$ cat config.mk
export PLATFORM = sky130hd
export DESIGN_NAME = desc_fifo
export DESIGN_NICKNAME = d
export VERILOG_FILES = /design/src/logic/desc_fifo.sv
export SDC_FILE = /design/constraint.sdc
export NUM_CORES = 1
export LEC_CHECK = 0
export BUFFER_PORTS_ARGS = -buffer_cell sky130_fd_sc_hd__buf_2
export CAP_MARGIN = 30
export CORE_ASPECT_RATIO = 2
export CORE_UTILIZATION = 38
export DETAILED_ROUTE_END_ITERATION = 10
export SYNTH_ARGS = -nofsm -noshare
export SYNTH_HDL_FRONTEND = slang
export SYNTH_SLANG_ARGS = --single-unit
$ cat constraint.sdc
create_clock -name clk -period 2.9 [get_ports clk]
set_clock_uncertainty 0.05 [all_clocks]
set_input_delay 0.58 -clock clk [delete_from_list [all_inputs] [get_ports clk]]
set_output_delay 0.58 -clock clk [all_outputs]
set_load 0.02 [all_outputs]
$ cat src/logic/desc_fifo.sv
`timescale 1ns/1ps

module desc_fifo #(
    parameter type payload_t = logic [7:0],
    parameter int  DEPTH     = 4
) (
    input  logic     clk,
    input  logic     rst_n,
    input  logic     push,
    input  payload_t push_data,
    output logic     full,
    input  logic     pop,
    output payload_t pop_data,
    output logic     empty
);

    localparam int PTR_W = (DEPTH > 1) ? $clog2(DEPTH) : 1;
    localparam int CNT_W = $clog2(DEPTH + 1);

    payload_t   mem [DEPTH];
    logic [PTR_W-1:0] wr_ptr;
    logic [PTR_W-1:0] rd_ptr;
    logic [CNT_W-1:0] count;
    logic       do_push;
    logic       do_pop;

    assign full     = (count == CNT_W'(DEPTH));
    assign empty    = (count == '0);
    assign do_push  = push && !full;
    assign do_pop   = pop && !empty;
    assign pop_data = mem[rd_ptr];

    always_ff @(posedge clk) begin
        if (!rst_n) begin
            wr_ptr <= '0;
            rd_ptr <= '0;
            count  <= '0;
        end else begin
            // pointers wrap explicitly so DEPTH need not be a power of two
            if (do_push) wr_ptr <= (wr_ptr == PTR_W'(DEPTH - 1)) ? '0 : wr_ptr + 1'b1;
            if (do_pop)  rd_ptr <= (rd_ptr == PTR_W'(DEPTH - 1)) ? '0 : rd_ptr + 1'b1;
            if (do_push && !do_pop)      count <= count + 1'b1;
            else if (do_pop && !do_push) count <= count - 1'b1;
        end
    end

    always_ff @(posedge clk) begin
        if (do_push) mem[wr_ptr] <= push_data;
    end

endmodule

==> metrics.md <==
| Metric | Value |
|---|---|
| Status | `complete, no violations` |
| Synth Cell Area | `1630 um^2` |
| Routed vias | `836` |
| Crit Path Max Fanout | `5` |
| Die area | `4572 um^2` |
| Slew Viols, Final | `0` |
| Core box area | `4088 um^2` |
| H-Tree Depth | `2` |
| Row count | `33` |
| Pre-Repair DR Iteration Count | `4` |
| Wire per inst | `14.10 um` |
| Worst-margin pin slew | `540.3 ps` |
| # Max-Cap Violations | `0` |
| I/O Buffers | `21` |
| Setup crit start | `count[0]$_SDFFE_PN0P_` |
| Fraction of layout cells with a size suffix above 1 | `0.3277` |
| Final setup violation count | `0` |
| Crit path cell chain | `o31ai_1, ha_1, inv_1, fa_1, xor2_1, or3_1, a21boi_0` |
| Commonest non-fill, non-tap cell in the layout | `edfxtp_1` |
| CTS clk-pin slew, worst paths | `70 ps` |
| Setup crit end | `count[2]$_SDFFE_PN0P_` |
| RR Startpoint | `count[0]$_SDFFE_PN0P_` |
| Inserted Clock Buffers | `5` |
| Die width | `48.32 um` |
| Routed Antenna Nets | `0` |
| Number of antenna violations at the first check in global routing | `0` |
| Worst setup margin | `504.1 ps` |
| Ranking of synthesized cells by area | `edfxtp_1 59%, dfxtp_1 11%, mux4_2 11%, ha_1 4.6%, and2_1 1.9%` |
| Fmax | `0.4174 GHz` |
| Hold Startpoint | `push_data[1]` |
| Die height | `94.63 um` |
| CTS tree | `done` |
| Worst EP required | `3060 ps` |
| FFs w/ async S/R, synth | `0` |
| First-pass GRT wire length | `3815 um` |
| Slowest stage delay, CP | `500 ps` |
| Longest Clk Path Bufs | `2` |
| Main synth FF type | `edfxtp_1` |
| RSZ-0062 raised after global routing | `false` |
| R2r endpoint | `count[2]$_SDFFE_PN0P_` |
| Setup Crit Path Kind | `register to register` |
| Vias in the first global route | `819` |
| Post-CTS Resized | `0` |
| Slowest CP cell | `o31ai_1` |
| Synth cell types | `23` |
| Power density over the cells | `908.4 nW/um^2` |
| Post-CTS setup buffer count | `0` |
| TNS Setup | `0 ps` |
| Startpoint types | `register` |
| Sequential area share after synthesis | `0.6999` |
| Flip-flop and latch count after synthesis | `41` |
| CP endpoint kind | `register` |
| Total GRT Usage | `0.1182` |
| R2r setup slk | `500 ps` |
| GP Congestion | `0.6207` |
| Layout Nets | `137` |
| Clk_lat worst skew | `290 ps` |
| Pre-CTS WS | `497.4 ps` |
| Ports | `22` |
| Count of flip-flops with a built-in enable after synthesis | `32` |
| Initial Util | `0.3988` |
| First DRT Iteration DRCs | `3` |
| Critical path data arrival time | `2550 ps` |
| Hold crit path type | `input pin to register` |
| Clock Tree Root | `clkbuf_8` |
| Final worst-path cycle share | `0.8262` |
| Fin crit period | `2396 ps` |
| Yosys top cell area share | `0.5894` |
| Dominant cell type by area after synthesis | `edfxtp_1` |
| Syn_nets | `112` |
| Gr ovfl total | `0` |
| Warnings from Yosys | `0` |
| Syn_area_per_cell | `17.53 um^2` |
| Routed vias/inst | `4.889` |
| Worst VDD drop | `721.4 uV` |
| Total Wirelength | `2411 um` |
| Sink Count | `41` |
| Ant diodes | `0` |
| Commonest cells after routing, fill and taps aside | `32 x edfxtp_1, 21 x buf_2, 9 x dfxtp_1` |
| Leak Pwr | `0.7048 nW` |
| Worst R2R Path Depth | `7` |
| Relative slew slack | `0.6393` |
| Area Growth Syn to Fin | `18.04%` |
| Final Hold Vio Count | `0` |
| Largest net degree at the start of global routing | `14` |
| Synth Instances | `93` |
| DRC Markers | `0` |
| Hold-fix buffers at CTS | `0` |
## routing by layer
| metal | part of all wire | GRT usage | vias to the layer above |
|---|---|---|---|
| li1 | - | - | 396 |
| met1 | 0.36 | 0.1098 | 416 |
| met3 | 0.038 | 0.03382 | 6 |
| met4 | 0.030 | 0.08088 | 0 |
| met2 | 0.57 | 0.2183 | 18 |
| met5 | 0 | 0 | - |
## kinds of logic (layout without fill, tap and decap cells)
kind of cell,Yosys count,in the layout,synth area share
AOI/OAI and AO/OA,5,5,0.01842
adders and majority gates,7,7,0.05833
DFF,41,41,0.6999
buffers and inverters,7,33,0.01765
muxes,11,11,0.1289
xor gates and xnor gates,2,2,0.01075
and+or+nand+nor,20,20,0.06600
## power breakdown
part / leakage [nW] / switching (W) / internal, W
registers: 0.367 / 0.0000789 / 0.000723
clock network: 0.0681 / 0.000186 / 0.000342
logic: 0.269 / 0.000217 / 0.000202
total: 0.705 / 0.000482 / 0.00127
## worst min-delay path by stage
| stage | cells after the start | end | slack [ps] |
|---|---|---|---|
| after global placement | 2 | wr_ptr[1]$_SDFFE_PN0P_ | 430 |
| final | 1 | mem[0][1]$_DFFE_PP_ | 450 |
| after floorplan | 2 | wr_ptr[1]$_SDFFE_PN0P_ | 420 |
| after detailed placement | 2 | wr_ptr[1]$_SDFFE_PN0P_ | 450 |
| after CTS | 1 | mem[0][6]$_DFFE_PP_ | 440 |
| after global routing | 1 | mem[2][6]$_DFFE_PP_ | 440 |
## Yosys cell counts (2+ instances only)
master,n
mux2i_1,3
nand2_1,6
nor2b_1,2
and2_1,5
edfxtp_1,32
nand3_1,2
ha_1,6
buf_2,2
inv_1,3
o21ai_0,3
nor2_1,2
mux4_2,8
dfxtp_1,9
## metrics by stage
step	power, W	cell area [um^2]	instances	utilization	hold slack [ps]
2_1_floorplan	0.001119	1630	93	-	417.7
5_1_grt	0.001834	1924	171	0.4708	441.2
4_1_cts	0.001772	1924	171	0.4708	441.9
6_report	0.001748	1924	171	0.4708	453.2
3_5_place_dp	0.001246	1790	163	0.4380	453.5
3_3_place_gp	0.001223	1790	163	0.4380	432.1
## flip-flops by register name (all words and copies together) (netlist names), named ones only
| signal | count |
|---|---|
| mem | 32 |
| rd_ptr | 2 |
| count | 3 |
| wr_ptr | 2 |
## critical path, delay by kind of cell, from the launching register on
family                     cells  cell delay [ps]
xor gates and xnor gates       1              160
buffers and inverters          1               70
adders and majority gates      2              670
and+or+nand+nor                1              300
AOI/OAI and AO/OA              2              690
DFF                            1              380
## layout make-up
type / count / area (um^2)
Sequential cell: 41 / 1141
Clock inverter: 3 / 65.06
Tap cell: 52 / 65.06
Timing Repair Buffer: 22 / 112.6
Clock buffer: 5 / 68.82
Inverter: 3 / 11.26
Fill cell: 349 / 2163
Multi-Input combinational cell: 45 / 460.4
No activity file was read; power rests on OpenSTA's default activity.
