File: src/logic/sram_alloc_pkg.sv
package sram_alloc_pkg;

    localparam int NUM_BANKS  = 32;
    localparam int NUM_PORTS  = 16;
    localparam int BANK_WORDS = 1024;
    localparam int FIFO_DEPTH = 4;

    typedef logic [4:0]  bank_idx_t;
    typedef logic [3:0]  port_idx_t;
    typedef logic [8:0]  pkt_len_t;
    typedef logic [10:0] space_t;
    typedef logic [8:0]  pkt_cnt_t;
    typedef logic [7:0]  apb_addr_t;

    // candidate order used by the matcher
    typedef enum logic [1:0] {
        MODE_STATIC  = 2'd0,
        MODE_SEMI    = 2'd1,
        MODE_DYNAMIC = 2'd2
    } match_mode_t;

    // mode and threshold are sampled from CTRL when the request is pushed
    typedef struct packed {
        port_idx_t   dest_port;
        pkt_len_t    length;
        match_mode_t mode;
        logic [4:0]  threshold;
    } match_req_t;

    typedef struct packed {
        logic      found;
        logic      fast;
        bank_idx_t bank;
        port_idx_t dest_port;
    } match_result_t;

    typedef struct packed {
        space_t   free_space;
        pkt_cnt_t packet_amount;
    } bank_status_t;

    // shared by allocation (is_release low) and release (is_release high)
    typedef struct packed {
        logic      valid;
        logic      is_release;
        bank_idx_t bank;
        port_idx_t port;
        pkt_len_t  length;
    } bank_update_t;

    // CTRL    : mode [1:0], threshold [12:8]
    // REQ     : length [8:0], dest_port [19:16]
    // RESULT  : valid [31], found [30], fast [29], dest_port [11:8], bank [4:0]
    // RELEASE : length [8:0], port [19:16], bank [28:24]
    // STATUS  : overflow [0] (write clears), request FIFO empty [1]
    localparam apb_addr_t REG_CTRL    = 8'h00;
    localparam apb_addr_t REG_LOCK    = 8'h04;
    localparam apb_addr_t REG_REQ     = 8'h08;
    localparam apb_addr_t REG_RESULT  = 8'h0C;
    localparam apb_addr_t REG_RELEASE = 8'h10;
    localparam apb_addr_t REG_STATUS  = 8'h14;

endpackage

File: src/logic/port_wr_sram_matcher.sv
`timescale 1ns/1ps

module port_wr_sram_matcher
    import sram_alloc_pkg::*;
(
    input  logic                 clk,
    input  logic                 rst_n,
    input  match_req_t           req_data,
    input  logic                 req_empty,
    output logic                 req_pop,
    output logic                 res_push,
    output match_result_t        res_data,
    input  logic                 res_full,
    input  logic [NUM_BANKS-1:0] lock_mask,
    output bank_idx_t            rd_bank,
    output port_idx_t            rd_port,
    input  bank_status_t         rd_status,
    output bank_update_t         alloc
);

    typedef enum logic [1:0] {IDLE, CHECK, SCAN, DONE} state_t;

    state_t        state;
    match_req_t    req_q;
    match_result_t res_q;
    logic          last_valid;
    port_idx_t     last_port;
    bank_idx_t     last_bank;
    logic [5:0]    iss_idx;
    logic [5:0]    iss_sel;
    logic [5:0]    exam_cnt;
    logic [5:0]    exam_now;
    logic [5:0]    cand_num;
    logic [4:0]    thr_min;
    bank_idx_t     rsp_bank;
    bank_idx_t     best_bank;
    bank_idx_t     best_now;
    pkt_cnt_t      best_cnt;
    logic          found_q;
    logic          found_now;
    logic          qualify;
    logic          take;
    logic          fast_ok;
    logic          scan_end;

    // semi mode of ports 8..15 visits its own pair twice, a repeat never wins a tie
    function automatic bank_idx_t cand_bank(match_mode_t mode, port_idx_t port,
                                            logic [5:0] idx);
        bank_idx_t bank;
        case (mode)
            MODE_STATIC: bank = {port, idx[0]};
            MODE_SEMI: begin
                if (idx < 6'd2) bank = {port, idx[0]};
                else            bank = bank_idx_t'(idx + 6'd14);
            end
            default: bank = bank_idx_t'(idx);
        endcase
        return bank;
    endfunction

    function automatic logic [5:0] cand_count(match_mode_t mode);
        case (mode)
            MODE_STATIC: return 6'd2;
            MODE_SEMI:   return 6'd18;
            default:     return 6'd32;
        endcase
    endfunction

    always_comb begin
        cand_num  = cand_count(req_q.mode);
        iss_sel   = (iss_idx < cand_num) ? iss_idx : 6'd0;
        // rd_status holds the candidate issued in the previous cycle
        qualify   = !lock_mask[rsp_bank] &&
                    (rd_status.free_space >= space_t'(req_q.length));
        take      = qualify && (!found_q || (rd_status.packet_amount > best_cnt));
        found_now = found_q | qualify;
        best_now  = take ? rsp_bank : best_bank;
        exam_now  = exam_cnt + 6'd1;
        thr_min   = (req_q.threshold == '0) ? 5'd1 : req_q.threshold;
        scan_end  = (found_now && (exam_now >= {1'b0, thr_min})) || (exam_now >= cand_num);
        fast_ok   = last_valid && (req_q.dest_port == last_port) && !lock_mask[last_bank] &&
                    (rd_status.free_space >= space_t'(req_q.length));
    end

    always_comb begin
        case (state)
            IDLE: begin
                // head of the request FIFO, read as it is popped
                rd_bank = last_bank;
                rd_port = req_data.dest_port;
            end
            CHECK: begin
                rd_bank = cand_bank(req_q.mode, req_q.dest_port, 6'd0);
                rd_port = req_q.dest_port;
            end
            default: begin
                rd_bank = cand_bank(req_q.mode, req_q.dest_port, iss_sel);
                rd_port = req_q.dest_port;
            end
        endcase
    end

    assign req_pop  = (state == IDLE) && !req_empty;
    assign res_push = (state == DONE) && !res_full;
    assign res_data = res_q;
    assign alloc    = '{valid:      res_push && res_q.found,
                        is_release: 1'b0,
                        bank:       res_q.bank,
                        port:       res_q.dest_port,
                        length:     req_q.length};

    always_ff @(posedge clk) begin
        if (!rst_n) begin
            state      <= IDLE;
            last_valid <= 1'b0;
            last_port  <= '0;
            last_bank  <= '0;
        end else begin
            case (state)
                IDLE:  if (req_pop) state <= CHECK;
                CHECK: state <= fast_ok ? DONE : SCAN;
                SCAN:  if (scan_end) state <= DONE;
                DONE: begin
                    // result held here while the result FIFO is full
                    if (res_push) begin
                        state <= IDLE;
                        if (res_q.found) begin
                            last_valid <= 1'b1;
                            last_port  <= res_q.dest_port;
                            last_bank  <= res_q.bank;
                        end
                    end
                end
                default: state <= IDLE;
            endcase
        end
    end

    always_ff @(posedge clk) begin
        case (state)
            IDLE: if (req_pop) req_q <= req_data;
            CHECK: begin
                // candidate 0 goes out now so the scan loses no cycle
                iss_idx   <= 6'd1;
                rsp_bank  <= rd_bank;
                exam_cnt  <= '0;
                found_q   <= 1'b0;
                best_bank <= '0;
                best_cnt  <= '0;
                if (fast_ok) begin
                    res_q <= '{found: 1'b1, fast: 1'b1, bank: last_bank,
                               dest_port: req_q.dest_port};
                end
            end
            SCAN: begin
                if (iss_idx < cand_num) iss_idx <= iss_idx + 6'd1;
                rsp_bank  <= rd_bank;
                exam_cnt  <= exam_now;
                found_q   <= found_now;
                best_bank <= best_now;
                if (take) best_cnt <= rd_status.packet_amount;
                if (scan_end) begin
                    res_q <= '{found: found_now, fast: 1'b0,
                               bank: found_now ? best_now : bank_idx_t'(0),
                               dest_port: req_q.dest_port};
                end
            end
            default: ;
        endcase
    end

endmodule

File: config.mk
export PLATFORM = sky130hd
export DESIGN_NAME = port_wr_sram_matcher
export DESIGN_NICKNAME = d
export VERILOG_FILES = /design/src/logic/sram_alloc_pkg.sv /design/src/logic/port_wr_sram_matcher.sv
export SDC_FILE = /design/constraint.sdc
export NUM_CORES = 1
export LEC_CHECK = 0
export BUFFER_PORTS_ARGS = -buffer_cell sky130_fd_sc_hd__buf_2
export CAP_MARGIN = 20
export CORE_UTILIZATION = 30
export DETAILED_ROUTE_END_ITERATION = 16
export HOLD_SLACK_MARGIN = 0.03
export PLACE_DENSITY_LB_ADDON = 0.25
export REMOVE_ABC_BUFFERS = 1
export SLEW_MARGIN = 10
export SYNTH_ARGS = -nofsm -noshare
export SYNTH_HDL_FRONTEND = slang
export SYNTH_SLANG_ARGS = --single-unit
File: constraint.sdc
create_clock -name clk -period 4.4 [get_ports clk]
set_input_delay 0.44 -clock clk [delete_from_list [all_inputs] [get_ports clk]]
set_output_delay 0.44 -clock clk [all_outputs]
set_load 0.05 [all_outputs]
==> qor.yml <==
floorplanning:
  rows: 45
  start_util_pct: 30.71
  die-area_um2: 16060
  io_pins: 118
  dieHeight_um: 126.7
  die_w_um: 126.7
  core_um2: 15200
place:
  portBuffers: 116
  hpwl_um: 8600
  placed_cells: 694
  globalplace.congestion: 0.8321
timing:
  hold_viol: 0
  tightest_slew_ps: 810.3
  rsz0062_at_grt: "no"
  skew_ps: 11.04
  tns_ps: 0
  period_minus_slack_ps: 3889
  holdWs_ps: 273.3
  min_period_over_period_pct: 88.39
  slew_headroom_pct: 45.73
  setup_viol: 0
  fmax_mhz: 257.1
  slew_violations: 0
synthesis:
  ys_warn_count: 0
  synth_most_common_cell: "edfxtp_1"
  avgSynthCellArea_um2: 11.14
  ys_top_cells_by_area: "edfxtp_1 (41%), ha_1 (9.4%), mux4_2 (5.3%), dfxtp_1 (5.1%), mux2i_1 (3.4%)"
  ys_ff_latch: 75
  synth_edf_count: 63
  ys_seq_area_share_pct: 45.67
  synth_cell_types: 58
  synth.top_cells.by_count: "edfxtp_1 (63), inv_1 (39), nor2_1 (39), ha_1 (35)"
  synthFlopType: "edfxtp_1"
  synth_area_um2: 4668
  yosys.area.top_type_share_pct: 40.53
  async_flop_share_pct: 0
  postSynthCellCount: 419
  synth_area_leader_cell: "edfxtp_1"
clocking:
  insertion_delay_ps: 340
  clkTransAtPathRegs_ps: 60
  ctsHoldBuffers: 0
  clock_sinks: 75
  cts_max_path_buffers: 2
  tritoncts: "built"
  cts-root-buf: "clkbuf_16"
  ctsHtreeMaxLevel: 3
  cts_buffers: 9
  post_cts_buffers: 0
  cts-resized-gates: 0
drt:
  ant_nets: 0
  drt-met1-wl_um: 4869
  dr.first_iter.drc_count: 164
  met3_length_um: 737
  routedWlPerCell_um: 15.57
  vias_per_cell: 4.966
  vias: 3531
  postRouteWirelength_um: 11070
  wl_met2_um: 5191
  firstDrtPassIters: 5
  highest-signal-layer: "met4"
  drc: 0
global_route:
  track_usage_pct: 14.11
  grt_pass1_vias: 3433
  grt_max_degree: 22
  globalRouteOverflowTotal: 0
  grt_pass1_wl_um: 17440
  antenna_found_initial: 0
worst_setup_path:
  reg2reg_depth: 6
  start_kind: "flip-flop"
  reg2reg_slack_ps: 1210
  end_kind: "output port"
  critPathArrivalTime_ps: 3450
  critPathMaxFanout: 9
  r2r_end: "best_cnt[4]"
  r2r_start: "rsp_bank[0]"
  required_ps: 3960
  worstSetupPathType: "flip-flop to output port"
final_layout:
  final_nets: 629
  syn_to_final_growth_pct: 20.02
  antenna_cells: 0
  fin_cells: 711
  drive_gt1_share_pct: 30.78
  finish.utilization_pct: 36.86
status:
  outcome: "completed"
pwr:
  vdd_drop_max_mv: 0.2364
  power.density_nw_per_um2: 678.0
  finalPower_mw: 3.798
  p_leak_nw: 2.389
flow_run:
  cap_violations: 0
hold_path:
  holdPathStages: 1
  holdPathEnd: "alloc[0]"
  hold_start: "req_data[7]"
  hold_path.class: "input pin to flip-flop"
report_power, final:
part           leakage (nW)  switching (mW)  internal, mW
logic                  1.55            1.14         0.658
clock network         0.143           0.314         0.392
registers             0.698           0.209          1.09
stage by stage:
stage                     instance area [um^2]  setup slack (ps)
after floorplan                           4464             861.6
after global routing                      5603             273.8
after global placement                    5313             991.9
after detailed placement                  5313             917.4
after CTS                                 5595             534.5
final                                     5603             510.9
final cells by class:
cell class | instances | area, um^2
clock buffer | 9 | 225.2
clock inverter | 7 | 57.56
fill | 1515 | 9599
inverter | 39 | 146.4
multi-input combinational | 272 | 2188
sequential | 75 | 2132
tap | 188 | 235.2
timing repair buffer | 121 | 618.1
worst max path at each step:
stage	endpoint	start
finish	rd_bank[2]	req_q[6]
global route	rd_bank[2]	req_q[6]
CTS	rd_bank[2]	req_q[6]
detailed placement	rd_bank[2]	req_q[6]
global placement	rd_bank[2]	req_q[6]
floorplan	rd_bank[2]	req_q[6]
logic make-up (layout without fill, tap and decap cells):
logic type               Yosys count  in the layout  share of synthesized area [%]
AO/OA/AOI/OAI                     65             65                          9.408
XOR/XNOR                          13             13                          2.439
adder cells (fa/ha/maj)           35             35                          9.381
buffers and inverters             72            176                          7.505
flip-flops                        75             75                          45.67
multiplexers                      35             35                          11.63
other                              1              1                        0.08033
AND/OR/NAND/NOR                  123            123                          13.88
cells in the final DEF (no fill, tap or decap), drive strengths merged, types with 2 or more instances in the layout:
cell type  synthesis  layout
clkbuf            12       9
a211oi             2       2
nor4               4       4
o22a               2       2
nand2             19      19
nor2b              8       8
dfxtp             12      12
nand4b             2       2
a31oi              5       5
o21bai             3       3
a22oi              5       5
a2bb2oi            2       2
o21ai              9       9
nand2b             3       3
nand4              5       5
ha                35      35
nor2              39      39
edfxtp            63      63
a21oi             15      15
nor3               2       2
inv               39      44
xnor2              5       5
o22ai              7       7
clkinv             0       2
a21o               2       2
buf               21     121
or2                2       2
mux2               5       5
xor2               8       8
nand3             16      16
mux4              14      14
and3               3       3
o21a               3       3
mux2i             16      16
and2              13      13
worst max-delay path, cell delays in order (launching register included):
cell and delay, ps:
edfxtp_1 500, inv_1 190, nand2_1 110, ha_1 280
o41a_1 100, o21a_1 180, nor2_1 390, nand2_1 160
ha_1 320, mux2i_1 150, a211oi_1 60, a21oi_1 130
a2bb2oi_1 230, buf_2 310
state kept, by name, indices dropped and copies added, names as in the netlist:
name        cells
last_bank       5
exam_cnt        6
last_port       4
req_q          11
state           2
found_q         1
best_bank       5
best_cnt        9
res_data        2
rsp_bank        5
iss_idx         6
last_valid      1
alloc          18
per-layer routing:
metal  vias up  global-route usage [%]
met5         -                       0
met4         0                   6.723
met3        18                   2.826
met2       154                   23.59
met1      1640                   17.49
li1       1719                       -
Power figures use the tool's default switching activity.
