--- config.mk ---
export PLATFORM = sky130hd
export DESIGN_NAME = apb_alloc_regs
export DESIGN_NICKNAME = d
export VERILOG_FILES = /design/src/logic/sram_alloc_pkg.sv /design/src/logic/apb_alloc_regs.sv
export SDC_FILE = /design/constraint.sdc
export NUM_CORES = 1
export LEC_CHECK = 0
export BUFFER_PORTS_ARGS = -buffer_cell sky130_fd_sc_hd__buf_4
export CAP_MARGIN = 20
export CORE_ASPECT_RATIO = 2
export CORE_UTILIZATION = 45
export CTS_BUF_LIST = sky130_fd_sc_hd__clkbuf_8
export DETAILED_ROUTE_END_ITERATION = 8
export PLACE_DENSITY_LB_ADDON = 0.1
export SYNTH_ARGS = -nofsm -noshare
export SYNTH_HDL_FRONTEND = slang
export SYNTH_SLANG_ARGS = --single-unit
--- constraint.sdc ---
create_clock -name clk -period 3 [get_ports clk]
set_input_delay 0.45 -clock clk [delete_from_list [all_inputs] [get_ports clk]]
set_output_delay 0.45 -clock clk [all_outputs]
set_load 0.01 [all_outputs]
--- src/logic/sram_alloc_pkg.sv ---
package sram_alloc_pkg;

    localparam int NUM_BANKS  = 32;
    localparam int NUM_PORTS  = 16;
    localparam int BANK_WORDS = 1024;
    localparam int FIFO_DEPTH = 4;

    typedef logic [4:0]  bank_idx_t;
    typedef logic [3:0]  port_idx_t;
    typedef logic [8:0]  pkt_len_t;
    typedef logic [10:0] space_t;
    typedef logic [8:0]  pkt_cnt_t;
    typedef logic [7:0]  apb_addr_t;

    // candidate order used by the matcher
    typedef enum logic [1:0] {
        MODE_STATIC  = 2'd0,
        MODE_SEMI    = 2'd1,
        MODE_DYNAMIC = 2'd2
    } match_mode_t;

    // mode and threshold are sampled from CTRL when the request is pushed
    typedef struct packed {
        port_idx_t   dest_port;
        pkt_len_t    length;
        match_mode_t mode;
        logic [4:0]  threshold;
    } match_req_t;

    typedef struct packed {
        logic      found;
        logic      fast;
        bank_idx_t bank;
        port_idx_t dest_port;
    } match_result_t;

    typedef struct packed {
        space_t   free_space;
        pkt_cnt_t packet_amount;
    } bank_status_t;

    // shared by allocation (is_release low) and release (is_release high)
    typedef struct packed {
        logic      valid;
        logic      is_release;
        bank_idx_t bank;
        port_idx_t port;
        pkt_len_t  length;
    } bank_update_t;

    // CTRL    : mode [1:0], threshold [12:8]
    // REQ     : length [8:0], dest_port [19:16]
    // RESULT  : valid [31], found [30], fast [29], dest_port [11:8], bank [4:0]
    // RELEASE : length [8:0], port [19:16], bank [28:24]
    // STATUS  : overflow [0] (write clears), request FIFO empty [1]
    localparam apb_addr_t REG_CTRL    = 8'h00;
    localparam apb_addr_t REG_LOCK    = 8'h04;
    localparam apb_addr_t REG_REQ     = 8'h08;
    localparam apb_addr_t REG_RESULT  = 8'h0C;
    localparam apb_addr_t REG_RELEASE = 8'h10;
    localparam apb_addr_t REG_STATUS  = 8'h14;

endpackage

--- src/logic/apb_alloc_regs.sv ---
`timescale 1ns/1ps

module apb_alloc_regs
    import sram_alloc_pkg::*;
(
    input  logic                 clk,
    input  logic                 rst_n,
    input  logic                 psel,
    input  logic                 penable,
    input  logic                 pwrite,
    input  apb_addr_t            paddr,
    input  logic [31:0]          pwdata,
    output logic [31:0]          prdata,
    output logic                 req_push,
    output match_req_t           req_data,
    input  logic                 req_full,
    input  logic                 req_empty,
    output logic                 res_pop,
    input  match_result_t        res_data,
    input  logic                 res_empty,
    output bank_update_t         rel,
    output logic [NUM_BANKS-1:0] lock_mask
);

    logic        wr_en;
    logic        rd_en;
    match_mode_t ctrl_mode;
    logic [4:0]  ctrl_thr;
    logic        ovf_q;

    // no wait states, so every access phase completes at its edge
    assign wr_en = psel & penable & pwrite;
    assign rd_en = psel & penable & ~pwrite;

    assign req_push = wr_en && (paddr == REG_REQ) && !req_full;
    assign req_data = '{dest_port: pwdata[19:16],
                        length:    pwdata[8:0],
                        mode:      ctrl_mode,
                        threshold: ctrl_thr};

    // an empty result FIFO reads as valid = 0 and is left alone
    assign res_pop = rd_en && (paddr == REG_RESULT) && !res_empty;

    assign rel = '{valid:      wr_en && (paddr == REG_RELEASE),
                   is_release: 1'b1,
                   bank:       pwdata[28:24],
                   port:       pwdata[19:16],
                   length:     pwdata[8:0]};

    always_ff @(posedge clk) begin
        if (!rst_n) begin
            ctrl_mode <= MODE_DYNAMIC;
            ctrl_thr  <= '0;
            lock_mask <= '0;
            ovf_q     <= 1'b0;
        end else if (wr_en) begin
            case (paddr)
                REG_CTRL: begin
                    ctrl_mode <= match_mode_t'(pwdata[1:0]);
                    ctrl_thr  <= pwdata[12:8];
                end
                REG_LOCK:   lock_mask <= pwdata;
                REG_STATUS: ovf_q <= 1'b0;
                // request dropped on a full FIFO, remembered until cleared
                REG_REQ:    if (req_full) ovf_q <= 1'b1;
                default: ;
            endcase
        end
    end

    always_comb begin
        prdata = '0;
        if (rd_en) begin
            case (paddr)
                REG_CTRL:   prdata = {19'd0, ctrl_thr, 6'd0, ctrl_mode};
                REG_LOCK:   prdata = lock_mask;
                REG_RESULT: begin
                    if (!res_empty) begin
                        prdata = {1'b1, res_data.found, res_data.fast, 17'd0,
                                  res_data.dest_port, 3'd0, res_data.bank};
                    end
                end
                REG_STATUS: prdata = {30'd0, req_empty, ovf_q};
                default: ;
            endcase
        end
    end

endmodule

==> impl_metrics.sql, run 1 <==
INSERT INTO impl_metrics (metric_group, metric, value, unit) VALUES
('cts', 'cts_tree', 'done', ''),
('final_layout', 'seq_area', '801', 'um^2'),
('flow_run', 'max_cap_viols', '0', ''),
('power_and_ir_drop', 'leak', '0.00150', 'uW'),
('timing', 'final.period_utilization', '83.6', '%'),
('cts', 'clock_sinks', '40', ''),
('power_and_ir_drop', 'ir_worst_vdd', '0.000387', 'V'),
('floorplanning', 'fp.coreArea', '4820', 'um^2'),
('synth', 'mappedNetlistNets', '352', ''),
('worst_hold_path', 'worstHoldStart', 'pwdata[31]', ''),
('synth', 'number_of_synthesized_flops_with_an_enable_pin', '0', ''),
('global_routing', 'grt_overflow_total', '0', ''),
('timing', 'hold-worst-slack', '0.376', 'ns'),
('worst_hold_path', 'holdPathStages', '3', ''),
('place', 'gp_routability_congestion', '0.847', ''),
('global_routing', 'global_route.usage.total', '23.2', '%'),
('final_layout', 'final_antenna_diode_count', '0', ''),
('cts', 'tritoncts.num_buffers', '5', ''),
('worst_setup_path', 'critPathMaxFanout', '19', ''),
('floorplanning', 'effective_utilization_at_floorplan', '46.6', '%'),
('synth', 'synth-main-ff-cell', 'sky130_fd_sc_hd__dfxtp_1', ''),
('cts', 'clock_tree.root_cell', 'sky130_fd_sc_hd__clkbuf_8', ''),
('cts', 'cts.reportedPaths.clkPinSlew', '0.08', 'ns'),
('routing', 'viasPerCell', '5.15', ''),
('routing', 'routed_wire_length_per_instance', '13.5', 'um'),
('routing', 'wirelength', '6.33', 'mm'),
('routing', 'drc', '0', ''),
('worst_setup_path', 'critical_path_arrival', '2.06', 'ns'),
('cts', 'worst_skew_pair.late_latency', '0.28', 'ns'),
('synth', 'synthTopCellsByCount', '42 x sky130_fd_sc_hd__nand3_1, 40 x sky130_fd_sc_hd__dfxtp_1, 39 x sky130_fd_sc_hd__nand2_1, 39 x sky130_fd_sc_hd__o21ai_0, 34 x sky130_fd_sc_hd__buf_4', ''),
('routing', 'dr.pass1.iters', '4', ''),
('final_layout', 'nets', '469', ''),
('global_routing', 'largest_net_degree_at_the_start_of_global_routing', '79', ''),
('worst_setup_path', 'setup.reg_to_reg.worst_slack', '2.22', 'ns'),
('synth', 'ys_seq_elements', '40', ''),
('cts', 'h-tree-depth', '2', ''),
('worst_hold_path', 'min-delay-path-class', 'input port to flip-flop', ''),
('routing', 'vias', '2408', ''),
('routing', 'detailedRoute.firstIterationViolations', '60', ''),
('floorplanning', 'num_io_pins', '165', ''),
('timing', 'setup_violations', '0', ''),
('cts', 'cts-hold-fix-buffers', '0', ''),
('timing', 'setup_repair_after_global_routing_missed_its_margin', 'no', ''),
('floorplanning', 'die_area', '5290', 'um^2'),
('final_layout', 'finalNonFillerCells', '468', ''),
('timing', 'relSlewSlack', '53.2', '%'),
('synth', 'synth_most_common_cell', 'sky130_fd_sc_hd__nand3_1', ''),
('timing', 'timing_hold_violations_final', '0', ''),
('timing', 'worst_slew_pin_slew', '0.702', 'ns'),
('final_layout', 'layout.filler_cells', '434', ''),
('place', 'place_inst', '460', ''),
('final_layout', 'synth_to_layout_area_growth', '47.2', '%'),
('worst_setup_path', 'timing.rr.end', 'ovf_q$_SDFFE_PN0P_', ''),
('timing', 'tns', '0', 'ns'),
('run_status', 'run_status', 'finished, final reports clean', ''),
('worst_setup_path', 'worstRegToRegCells', '3', ''),
('worst_hold_path', 'hold_ep', 'lock_mask[31]$_SDFFE_PN0P_', ''),
('worst_setup_path', 'cp-start-kind', 'input port', ''),
('cts', 'cts_setup_buffers', '0', ''),
('synth', 'area_share_of_the_leading_cell_type_in_the_synthesized_netlist', '35.7', '%'),
('synth', 'yosys.area.top_type', 'sky130_fd_sc_hd__dfxtp_1', ''),
('worst_setup_path', 'critical_path_required', '2.55', 'ns'),
('timing', 'final_max_slew_viol_count', '0', ''),
('synth', 'post_synth_instance_area', '2240', 'um^2'),
('final_layout', 'layout-drive-gt1-share', '44.0', '%'),
('floorplanning', 'die_y', '102', 'um'),
('place', 'place.detailed.hpwl', '4.86', 'mm'),
('worst_setup_path', 'worst-setup-path-type', 'input port to output pin', ''),
('worst_setup_path', 'rr_startpoint', 'ovf_q$_SDFFE_PN0P_', ''),
('synth', 'synth.area.top_cells', 'sky130_fd_sc_hd__dfxtp_1 36%, sky130_fd_sc_hd__buf_4 11%, sky130_fd_sc_hd__nand3_1 9.4%, sky130_fd_sc_hd__o21ai_0 8.7%, sky130_fd_sc_hd__nand2_1 6.5%', ''),
('synth', 'synth_area_per_cell', '7.66', 'um^2');
-- cell type report --
class                   instances  area share [%]
multi-input cells             197            32.8
flip-flops and latches         40            24.2
clock buffers                   6            2.50
inverters                       1           0.114
clock inverters                 2           0.341
well taps                      57            2.16
repair buffers                165            37.9
-- worst max path at each step --
stage	start	endpoint	cells after the start
4_1_cts	paddr[4]	prdata[27]	6
3_3_place_gp	paddr[4]	prdata[14]	6
2_1_floorplan	paddr[4]	prdata[19]	7
3_5_place_dp	paddr[4]	prdata[27]	6
6_report	paddr[4]	prdata[27]	6
5_1_grt	paddr[4]	prdata[27]	6
-- logic make-up after synthesis --
kind of cell | Yosys count | synth area share (%)
flip-flops | 40 | 35.7
AO/OA/AOI/OAI | 56 | 14.5
AND/OR/NAND/NOR | 133 | 30.1
other | 1 | 0.167
multiplexers | 7 | 3.46
buffers and inverters | 56 | 16.1
-- layer usage --
metal | wire length [um] | track usage [%]
met1 | 2230 | 24.1
met2 | 3580 | 43.5
met3 | 376 | 3.72
met4 | 148 | 10.4
met5 | 0 | 0
-- worst max-delay path: stages --
cell	delay, ns
sky130_fd_sc_hd__buf_4	0.15
sky130_fd_sc_hd__nor4_4	0.39
sky130_fd_sc_hd__and3_1	0.38
sky130_fd_sc_hd__and2b_2	0.37
sky130_fd_sc_hd__and2_1	0.19
sky130_fd_sc_hd__buf_4	0.12
-- cells in the final DEF (no fill, tap or decap), types with 2 or more instances in the layout --
master,Yosys,final
sky130_fd_sc_hd__clkbuf_8,0,6
sky130_fd_sc_hd__inv_1,1,2
sky130_fd_sc_hd__nor3_1,2,2
sky130_fd_sc_hd__buf_4,34,164
sky130_fd_sc_hd__o21ai_0,39,39
sky130_fd_sc_hd__and3_1,3,3
sky130_fd_sc_hd__a22o_1,2,2
sky130_fd_sc_hd__nand2_1,39,39
sky130_fd_sc_hd__a22oi_1,11,11
sky130_fd_sc_hd__nor3b_1,2,2
sky130_fd_sc_hd__nand3_1,42,42
sky130_fd_sc_hd__mux2_2,6,6
sky130_fd_sc_hd__nor2_1,15,15
sky130_fd_sc_hd__a21boi_0,2,2
sky130_fd_sc_hd__dfxtp_1,40,40
sky130_fd_sc_hd__and2_1,20,20
sky130_fd_sc_hd__and4b_1,2,2
-- per-stage QoR --
step / setup WS, ns / util (%) / cell area, um^2
finish: 0.491 / 68.6 / 3300
detailed placement: 0.481 / 66.6 / 3210
global placement: 0.546 / 66.6 / 3210
global route: 0.368 / 68.6 / 3300
CTS: 0.477 / 68.6 / 3300
floorplan: 0.859 / - / 2240
-- report_power, final --
group,total [uW],leakage (uW),internal (uW),switching (uW)
Combinational,147,0.00113,82.0,65.2
Sequential,531,0.000322,531,0.154
Clock,362,0.0000486,183,178
-- sequential cells by signal, summed over array words and instances (netlist names) --
register / flops
lock_mask: 32
ctrl_thr: 5
ovf_q: 1
ctrl_mode: 2
Note: power is estimated with default switching activity, not from simulation.
==> run 2: changes to the inputs <==
--- a/config.mk
+++ b/config.mk
@@ -5,10 +5,11 @@
 export SDC_FILE = /design/constraint.sdc
 export NUM_CORES = 1
 export LEC_CHECK = 0
+export ABC_AREA = 1
 export BUFFER_PORTS_ARGS = -buffer_cell sky130_fd_sc_hd__buf_4
 export CAP_MARGIN = 20
 export CORE_ASPECT_RATIO = 2
-export CORE_UTILIZATION = 45
+export CORE_UTILIZATION = 43
 export CTS_BUF_LIST = sky130_fd_sc_hd__clkbuf_8
 export DETAILED_ROUTE_END_ITERATION = 8
 export PLACE_DENSITY_LB_ADDON = 0.1
==> constraint.sdc (replaced) <==
create_clock -name clk -period 2.4 [get_ports clk]
set_input_delay 0.36 -clock clk [delete_from_list [all_inputs] [get_ports clk]]
set_output_delay 0.36 -clock clk [all_outputs]
set_load 0.01 [all_outputs]
==> impl_metrics.sql, run 2 <==
INSERT INTO impl_metrics (metric_group, metric, value, unit) VALUES
('global_routing', 'first_global_vias', '2272', ''),
('power_and_ir_drop', 'switching_power', '322', 'uW'),
('power_and_ir_drop', 'power_frac_seq', '47.5', '%'),
('synth', 'synth-main-ff-cell', 'sky130_fd_sc_hd__dfxtp_1', ''),
('synth', 'synth.area.top_cells', 'sky130_fd_sc_hd__dfxtp_1 34%, sky130_fd_sc_hd__nor2_1 13%, sky130_fd_sc_hd__buf_4 11%, sky130_fd_sc_hd__nand2_1 8.8%, sky130_fd_sc_hd__nor3_1 7.3%', ''),
('cts', 'clock_sinks', '40', ''),
('synth', 'synthTopCellsByCount', '83 x sky130_fd_sc_hd__nor2_1, 55 x sky130_fd_sc_hd__nand2_1, 40 x sky130_fd_sc_hd__dfxtp_1', ''),
('timing', 'worst_slew_pin_slew', '0.548', 'ns'),
('cts', 'cts_tree', 'done', ''),
('place', 'io_buffer_count', '163', ''),
('cts', 'cts.reportedPaths.clkPinSlew', '0.07', 'ns'),
('cts', 'cts-hold-fix-buffers', '0', ''),
('floorplanning', 'effective_utilization_at_floorplan', '45.1', '%'),
('floorplanning', 'die_w', '54.1', 'um'),
('global_routing', 'grt_antenna_before_repair', '0', ''),
('worst_setup_path', 'crit_path_end_kind', 'output pin', ''),
('flow_run', 'max_cap_viols', '0', ''),
('power_and_ir_drop', 'leak', '0.00167', 'uW'),
('final_layout', 'final_antenna_diode_count', '0', ''),
('timing', 'fmax', '509', 'MHz'),
('final_layout', 'nets', '543', ''),
('worst_setup_path', 'cp-start-kind', 'input port', ''),
('floorplanning', 'rows', '37', ''),
('final_layout', 'mostFrequentLayoutCell', 'sky130_fd_sc_hd__buf_4', ''),
('cts', 'post_cts_resize_count', '0', ''),
('global_routing', 'largest_net_degree_at_the_start_of_global_routing', '41', ''),
('synth', 'ys_seq_elements', '40', ''),
('worst_setup_path', 'worst-setup-path-type', 'input port to output pin', ''),
('timing', 'final.period_utilization', '81.9', '%'),
('routing', 'antenna_violating_nets_post_route', '0', ''),
('routing', 'routed_wire_length_per_instance', '12.8', 'um'),
('power_and_ir_drop', 'ir_worst_vdd', '0.000533', 'V'),
('power_and_ir_drop', 'p_int', '1070', 'uW'),
('power_and_ir_drop', 'switching_share', '23.1', '%'),
('routing', 'drc', '0', ''),
('routing', 'viasPerCell', '4.83', ''),
('global_routing', 'global_route.usage.total', '23.7', '%'),
('synth', 'mappedNetlistNets', '419', ''),
('synth', 'postSynthCellCount', '360', ''),
('final_layout', 'layout.filler_cells', '476', ''),
('global_routing', 'grt_overflow_total', '0', ''),
('final_layout', 'regMostFlops', 'lock_mask', ''),
('worst_setup_path', 'critical_path_arrival', '1.61', 'ns'),
('floorplanning', 'die_area', '5760', 'um^2'),
('synth', 'synth_most_common_cell', 'sky130_fd_sc_hd__nor2_1', ''),
('synth', 'post_synth_arst_share', '0', '%'),
('floorplanning', 'fp.coreArea', '5180', 'um^2'),
('power_and_ir_drop', 'p_comb_share', '13.8', '%'),
('floorplanning', 'die_y', '106', 'um'),
('timing', 'final_period_minus_worst_setup_slack', '1.97', 'ns'),
('cts', 'h-tree-depth', '2', ''),
('floorplanning', 'num_io_pins', '165', ''),
('routing', 'detailedRoute.firstIterationViolations', '39', ''),
('worst_setup_path', 'critPathMaxFanout', '10', ''),
('cts', 'clock_tree.root_cell', 'sky130_fd_sc_hd__clkbuf_8', ''),
('final_layout', 'registers_with_the_most_flip_flops', 'lock_mask (32), ctrl_thr (5), ctrl_mode (2)', ''),
('cts', 'tritoncts.num_buffers', '5', ''),
('place', 'pre_cts_slack', '0.425', 'ns'),
('timing', 'worst_slack', '0.435', 'ns'),
('synth', 'synth.distinct_cells', '23', ''),
('synth', 'synth_warnings', '0', ''),
('place', 'dpl_cell_area', '3350', 'um^2'),
('final_layout', 'layout.cells.most_common_list', '167 x sky130_fd_sc_hd__buf_4, 83 x sky130_fd_sc_hd__nor2_1, 55 x sky130_fd_sc_hd__nand2_1, 40 x sky130_fd_sc_hd__dfxtp_1, 33 x sky130_fd_sc_hd__nor3_1', ''),
('timing', 'final_max_slew_viol_count', '0', ''),
('synth', 'synth_area_per_cell', '6.50', 'um^2'),
('final_layout', 'design_area', '3460', 'um^2'),
('final_layout', 'postLayoutCoreUtil', '66.7', '%'),
('routing', 'vias', '2624', ''),
('worst_setup_path', 'critical_path_required', '2.04', 'ns'),
('global_routing', 'first_pass_grt_wire_length', '10.3', 'mm'),
('final_layout', 'largest_register_ff_count', '32', ''),
('power_and_ir_drop', 'power_frac_clock', '38.7', '%'),
('run_status', 'run_status', 'finished, final reports clean', ''),
('timing', 'tns', '0', 'ns'),
('synth', 'number_of_synthesized_flops_with_an_enable_pin', '0', ''),
('place', 'place.detailed.hpwl', '5.39', 'mm'),
('worst_hold_path', 'min-delay-path-class', 'input port to flip-flop', ''),
('power_and_ir_drop', 'power.density_cell_area', '404', 'nW/um^2'),
('cts', 'worst_skew_pair.late_latency', '0.28', 'ns'),
('timing', 'timing_hold_violations_final', '0', ''),
('routing', 'wirelength', '6.98', 'mm'),
('cts', 'max-clock-path-buffers', '2', ''),
('final_layout', 'layout-drive-gt1-share', '39.0', '%'),
('synth', 'yosys.area.top_type', 'sky130_fd_sc_hd__dfxtp_1', ''),
('routing', 'dr.pass1.iters', '4', ''),
('timing', 'relSlewSlack', '63.2', '%'),
('synth', 'ys_seq_area_share', '34.2', '%'),
('place', 'gp_routability_congestion', '0.784', ''),
('final_layout', 'synth_to_layout_area_growth', '47.9', '%'),
('timing', 'timing.clock.skew', '0', 'ns'),
('timing', 'setup_repair_after_global_routing_missed_its_margin', 'no', ''),
('synth', 'post_synth_instance_area', '2340', 'um^2'),
('timing', 'setup_violations', '0', ''),
('cts', 'cts_setup_buffers', '0', ''),
('synth', 'area_share_of_the_leading_cell_type_in_the_synthesized_netlist', '34.2', '%');
[run 2: changes by cell type after synthesis, moves of 11 or more]
cell / change
sky130_fd_sc_hd__nand3_1: -26
sky130_fd_sc_hd__and2_1: -20
sky130_fd_sc_hd__nor2_1: +68
sky130_fd_sc_hd__a22oi_1: -11
sky130_fd_sc_hd__inv_1: +17
sky130_fd_sc_hd__nor3_1: +32
sky130_fd_sc_hd__nand2_1: +16
[run 2: worst max-delay path, cell delays in order]
cell	delay (ns)
sky130_fd_sc_hd__buf_4	0.11
sky130_fd_sc_hd__nor2_1	0.15
sky130_fd_sc_hd__nand3_2	0.16
sky130_fd_sc_hd__nor2_2	0.38
sky130_fd_sc_hd__nand2_1	0.09
sky130_fd_sc_hd__nand2_1	0.07
sky130_fd_sc_hd__inv_1	0.03
sky130_fd_sc_hd__a21oi_1	0.11
sky130_fd_sc_hd__buf_4	0.14
[run 2: kinds of logic after synthesis]
kind of cell           after synthesis  share of synthesized area [%]
AO/OA/AOI/OAI                       49                           10.5
buffers and inverters               71                           17.8
flip-flops                          40                           34.2
AND/OR/NAND/NOR                    199                           37.3
other                                1                          0.160
[run 2: area by class of cell]
| cell class | instances | area (um^2) | share of cell area [%] |
|---|---|---|---|
| Inverter | 20 | 75.1 | 2.17 |
| Tap cell | 58 | 72.6 | 2.10 |
| Multi-Input combinational cell | 249 | 1130 | 32.5 |
| Timing Repair Buffer | 168 | 1270 | 36.8 |
| Clock buffer | 5 | 68.8 | 1.99 |
| Sequential cell | 40 | 801 | 23.1 |
| Clock inverter | 3 | 42.5 | 1.23 |
[run 2: metal layers]
metal	vias to the layer above	share of wire, %	track usage (%)
met2	99	57	45.9
met4	0	0.50	6.59
met1	1162	36	22.6
met3	2	6.5	5.29
met5	-	0	0
li1	1361	-	-
[run 2: path summary, 6_finish.rpt]
path / from / to / slack (ns) / depth (start not counted)
setup / recovery: paddr[7] / prdata[10] / 0.43 / 9
setup reg to reg: lock_mask[14]$_SDFFE_PN0P_ / lock_mask[14]$_SDFFE_PN0P_ / 1.71 / 2
hold reg to reg: ovf_q$_SDFFE_PN0P_ / ovf_q$_SDFFE_PN0P_ / 0.47 / 2
hold / removal: pwdata[22] / lock_mask[22]$_SDFFE_PN0P_ / 0.30 / 3
[run 2: power by group through the flow]
stage               Clock [uW]  Combinational, uW  Sequential [uW]
floorplan                    0               95.8              680
global placement             0                193              679
detailed placement           0                194              679
CTS                        555                195              664
global route               581                208              664
finish                     541                193              664
[run 2: metrics by stage]
stage	hold slack (ns)	power [uW]	std cells
detailed placement	0.456	873	535
CTS	0.296	1410	543
global placement	0.449	872	535
global route	0.301	1450	543
floorplan	0.435	775	360
finish	0.302	1400	543
==> run 3: changes to the inputs <==
==> constraint.sdc (replaced) <==
create_clock -name clk -period 1.9 [get_ports clk]
set_input_delay 0.285 -clock clk [delete_from_list [all_inputs] [get_ports clk]]
set_output_delay 0.285 -clock clk [all_outputs]
set_load 0.01 [all_outputs]
==> impl_metrics.sql, run 3 (synthesized netlist as in run 2, its figures left out) <==
INSERT INTO impl_metrics (metric_group, metric, value, unit) VALUES
('worst_hold_path', 'holdPathStages', '3', ''),
('worst_setup_path', 'critical_path.cell_chain', 'buf_4, nor2_2, nand3_2, inv_2, nand2_4, buf_4, nor2_1, buf_4', ''),
('routing', 'drc', '0', ''),
('routing', 'detailedRoute.firstIterationViolations', '38', ''),
('final_layout', 'synth_to_layout_area_growth', '48.4', '%'),
('cts', 'cts_tree', 'done', ''),
('cts', 'clock_tree.root_cell', 'sky130_fd_sc_hd__clkbuf_8', ''),
('routing', 'top_layer', 'met4', ''),
('place', 'place_inst', '540', ''),
('cts', 'h-tree-depth', '2', ''),
('place', 'gp_routability_congestion', '0.768', ''),
('worst_hold_path', 'hold_ep', 'lock_mask[14]$_SDFFE_PN0P_', ''),
('timing', 'fmax', '583', 'MHz'),
('final_layout', 'final_antenna_diode_count', '0', ''),
('final_layout', 'combined_area_of_the_multi_input_logic_cells', '1130', 'um^2'),
('cts', 'cts-hold-fix-buffers', '0', ''),
('worst_setup_path', 'crit_slowest_cell', 'sky130_fd_sc_hd__buf_4', ''),
('worst_setup_path', 'rr_startpoint', 'lock_mask[14]$_SDFFE_PN0P_', ''),
('timing', 'timing.clock.skew', '0', 'ns'),
('worst_setup_path', 'crit_path_end_kind', 'output pin', ''),
('floorplanning', 'die_w', '54.1', 'um'),
('global_routing', 'first_global_vias', '2399', ''),
('final_layout', 'registers_with_the_most_flip_flops', 'lock_mask (32), ctrl_thr (5), ctrl_mode (2)', ''),
('cts', 'clock_sinks', '40', ''),
('final_layout', 'layout.filler_cells', '500', ''),
('flow_run', 'max_cap_viols', '0', ''),
('run_status', 'run_status', 'finished, final reports clean', ''),
('timing', 'tns', '0', 'ns'),
('cts', 'max-clock-path-buffers', '2', ''),
('final_layout', 'finalNonFillerCells', '548', ''),
('final_layout', 'mostFrequentLayoutCell', 'sky130_fd_sc_hd__buf_4', ''),
('floorplanning', 'die_area', '5760', 'um^2'),
('worst_setup_path', 'timing.critical_path.mode_cell', 'sky130_fd_sc_hd__buf_4', ''),
('global_routing', 'largest_net_degree_at_the_start_of_global_routing', '41', ''),
('power_and_ir_drop', 'power.density_cell_area', '482', 'nW/um^2'),
('worst_setup_path', 'worstRegToRegCells', '2', ''),
('power_and_ir_drop', 'leak', '0.00169', 'uW'),
('routing', 'vias', '2680', ''),
('timing', 'setup_repair_after_global_routing_missed_its_margin', 'no', ''),
('power_and_ir_drop', 'ir_worst_vdd', '0.000558', 'V'),
('global_routing', 'global_route.usage.total', '26.1', '%'),
('cts', 'cts.reportedPaths.clkPinSlew', '0.07', 'ns'),
('routing', 'routed_wire_length_per_instance', '13.3', 'um'),
('worst_setup_path', 'worst-setup-path-type', 'input port to output pin', ''),
('global_routing', 'grt_overflow_total', '0', ''),
('final_layout', 'largest_register_ff_count', '32', ''),
('worst_hold_path', 'worstHoldStart', 'pwdata[14]', ''),
('final_layout', 'layout.cells.most_common_list', '173 x sky130_fd_sc_hd__buf_4, 82 x sky130_fd_sc_hd__nor2_1, 55 x sky130_fd_sc_hd__nand2_1, 40 x sky130_fd_sc_hd__dfxtp_1, 33 x sky130_fd_sc_hd__nor3_1', ''),
('timing', 'final_max_slew_viol_count', '0', ''),
('routing', 'antenna_violating_nets_post_route', '0', ''),
('worst_hold_path', 'min-delay-path-class', 'input port to flip-flop', ''),
('final_layout', 'regMostFlops', 'lock_mask', ''),
('place', 'io_buffer_count', '163', ''),
('worst_setup_path', 'cp-start-kind', 'input port', ''),
('floorplanning', 'fp.coreArea', '5180', 'um^2'),
('worst_setup_path', 'critical_path_required', '1.62', 'ns'),
('timing', 'timing_hold_violations_final', '0', ''),
('cts', 'worst_skew_pair.late_latency', '0.31', 'ns'),
('timing', 'worst_slack', '0.185', 'ns'),
('timing', 'hold-worst-slack', '0.207', 'ns'),
('worst_setup_path', 'critPathMaxFanout', '25', ''),
('place', 'place.detailed.hpwl', '5.66', 'mm'),
('worst_setup_path', 'setup.reg_to_reg.worst_slack', '1.22', 'ns'),
('global_routing', 'first_pass_grt_wire_length', '11.0', 'mm'),
('routing', 'wirelength', '7.29', 'mm'),
('timing', 'setup_violations', '0', ''),
('worst_setup_path', 'slowest_delay', '0.27', 'ns'),
('place', 'pre_cts_slack', '0.0946', 'ns'),
('floorplanning', 'die_y', '106', 'um'),
('floorplanning', 'effective_utilization_at_floorplan', '45.1', '%'),
('final_layout', 'nets', '548', ''),
('final_layout', 'seq_area', '801', 'um^2'),
('final_layout', 'postLayoutCoreUtil', '66.9', '%'),
('routing', 'viasPerCell', '4.89', ''),
('worst_setup_path', 'timing.rr.end', 'lock_mask[14]$_SDFFE_PN0P_', ''),
('routing', 'dr.pass1.iters', '4', ''),
('final_layout', 'layout-drive-gt1-share', '39.6', '%'),
('timing', 'final_period_minus_worst_setup_slack', '1.71', 'ns'),
('global_routing', 'grt_antenna_before_repair', '0', ''),
('routing', 'routed-wl-met3', '539', 'um'),
('routing', 'wl_met2', '4.04', 'mm'),
('floorplanning', 'num_io_pins', '165', ''),
('worst_setup_path', 'critical_path_arrival', '1.43', 'ns'),
('cts', 'tritoncts.num_buffers', '5', ''),
('floorplanning', 'rows', '37', ''),
('timing', 'final.period_utilization', '90.2', '%'),
('routing', 'wirelength_met1', '2.51', 'mm');
-- run 3: changes by cell type in the layout (fill, tap and decap cells not counted), sizes merged --
cell,before,now
buf,168,173
bufinv,1,0
clkbuf,5,6
clkinv,1,0
clkinvlp,1,0
inv,20,22
-- run 3: how the worst max path moves through the flow --
stage               cells after the start     start          to
floorplan                               7  paddr[7]  prdata[10]
global placement                        7  paddr[7]  prdata[29]
detailed placement                      7  paddr[7]  prdata[29]
CTS                                     7  paddr[7]  prdata[29]
global route                           10  paddr[7]   prdata[9]
finish                                  8  paddr[1]  prdata[21]
-- run 3: final cells by class --
cell class / instances / area share (%)
clock inverter: 2 / 0.216
sequential: 40 / 23.1
clock buffer: 6 / 2.38
timing repair buffer: 173 / 37.4
inverter: 20 / 2.16
multi-input combinational: 249 / 32.6
tap: 58 / 2.09
-- run 3: power breakdown --
| group | switching, uW | internal [uW] |
|---|---|---|
| combinational | 115 | 133 |
| sequential | 0.458 | 838 |
| clock | 299 | 285 |
-- run 3: timing repair --
item / in CTS / in global routing
setup buffers: 0 / 0
setup endpoints to repair: 0 / 4
gates resized for setup: 0 / 2
-- run 3: worst max-delay path, delay by kind of cell --
| family | cells | cell delay, ns |
|---|---|---|
| buffers and inverters | 4 | 0.61 |
| and+or+nand+nor | 4 | 0.55 |
-- run 3: stage by stage --
| stage | instance area, um^2 | total power [uW] |
|---|---|---|
| 3_3_place_gp | 3370 | 1100 |
| 2_1_floorplan | 2340 | 979 |
| 4_1_cts | 3460 | 1690 |
| 3_5_place_dp | 3370 | 1110 |
| 5_1_grt | 3470 | 1740 |
| 6_report | 3470 | 1670 |
-- run 3: routing by layer --
layer / up-vias / track usage (%)
li1: 1380 / -
met4: 0 / 12.3
met5: - / 0
met1: 1178 / 24.4
met3: 14 / 8.01
met2: 108 / 47.6
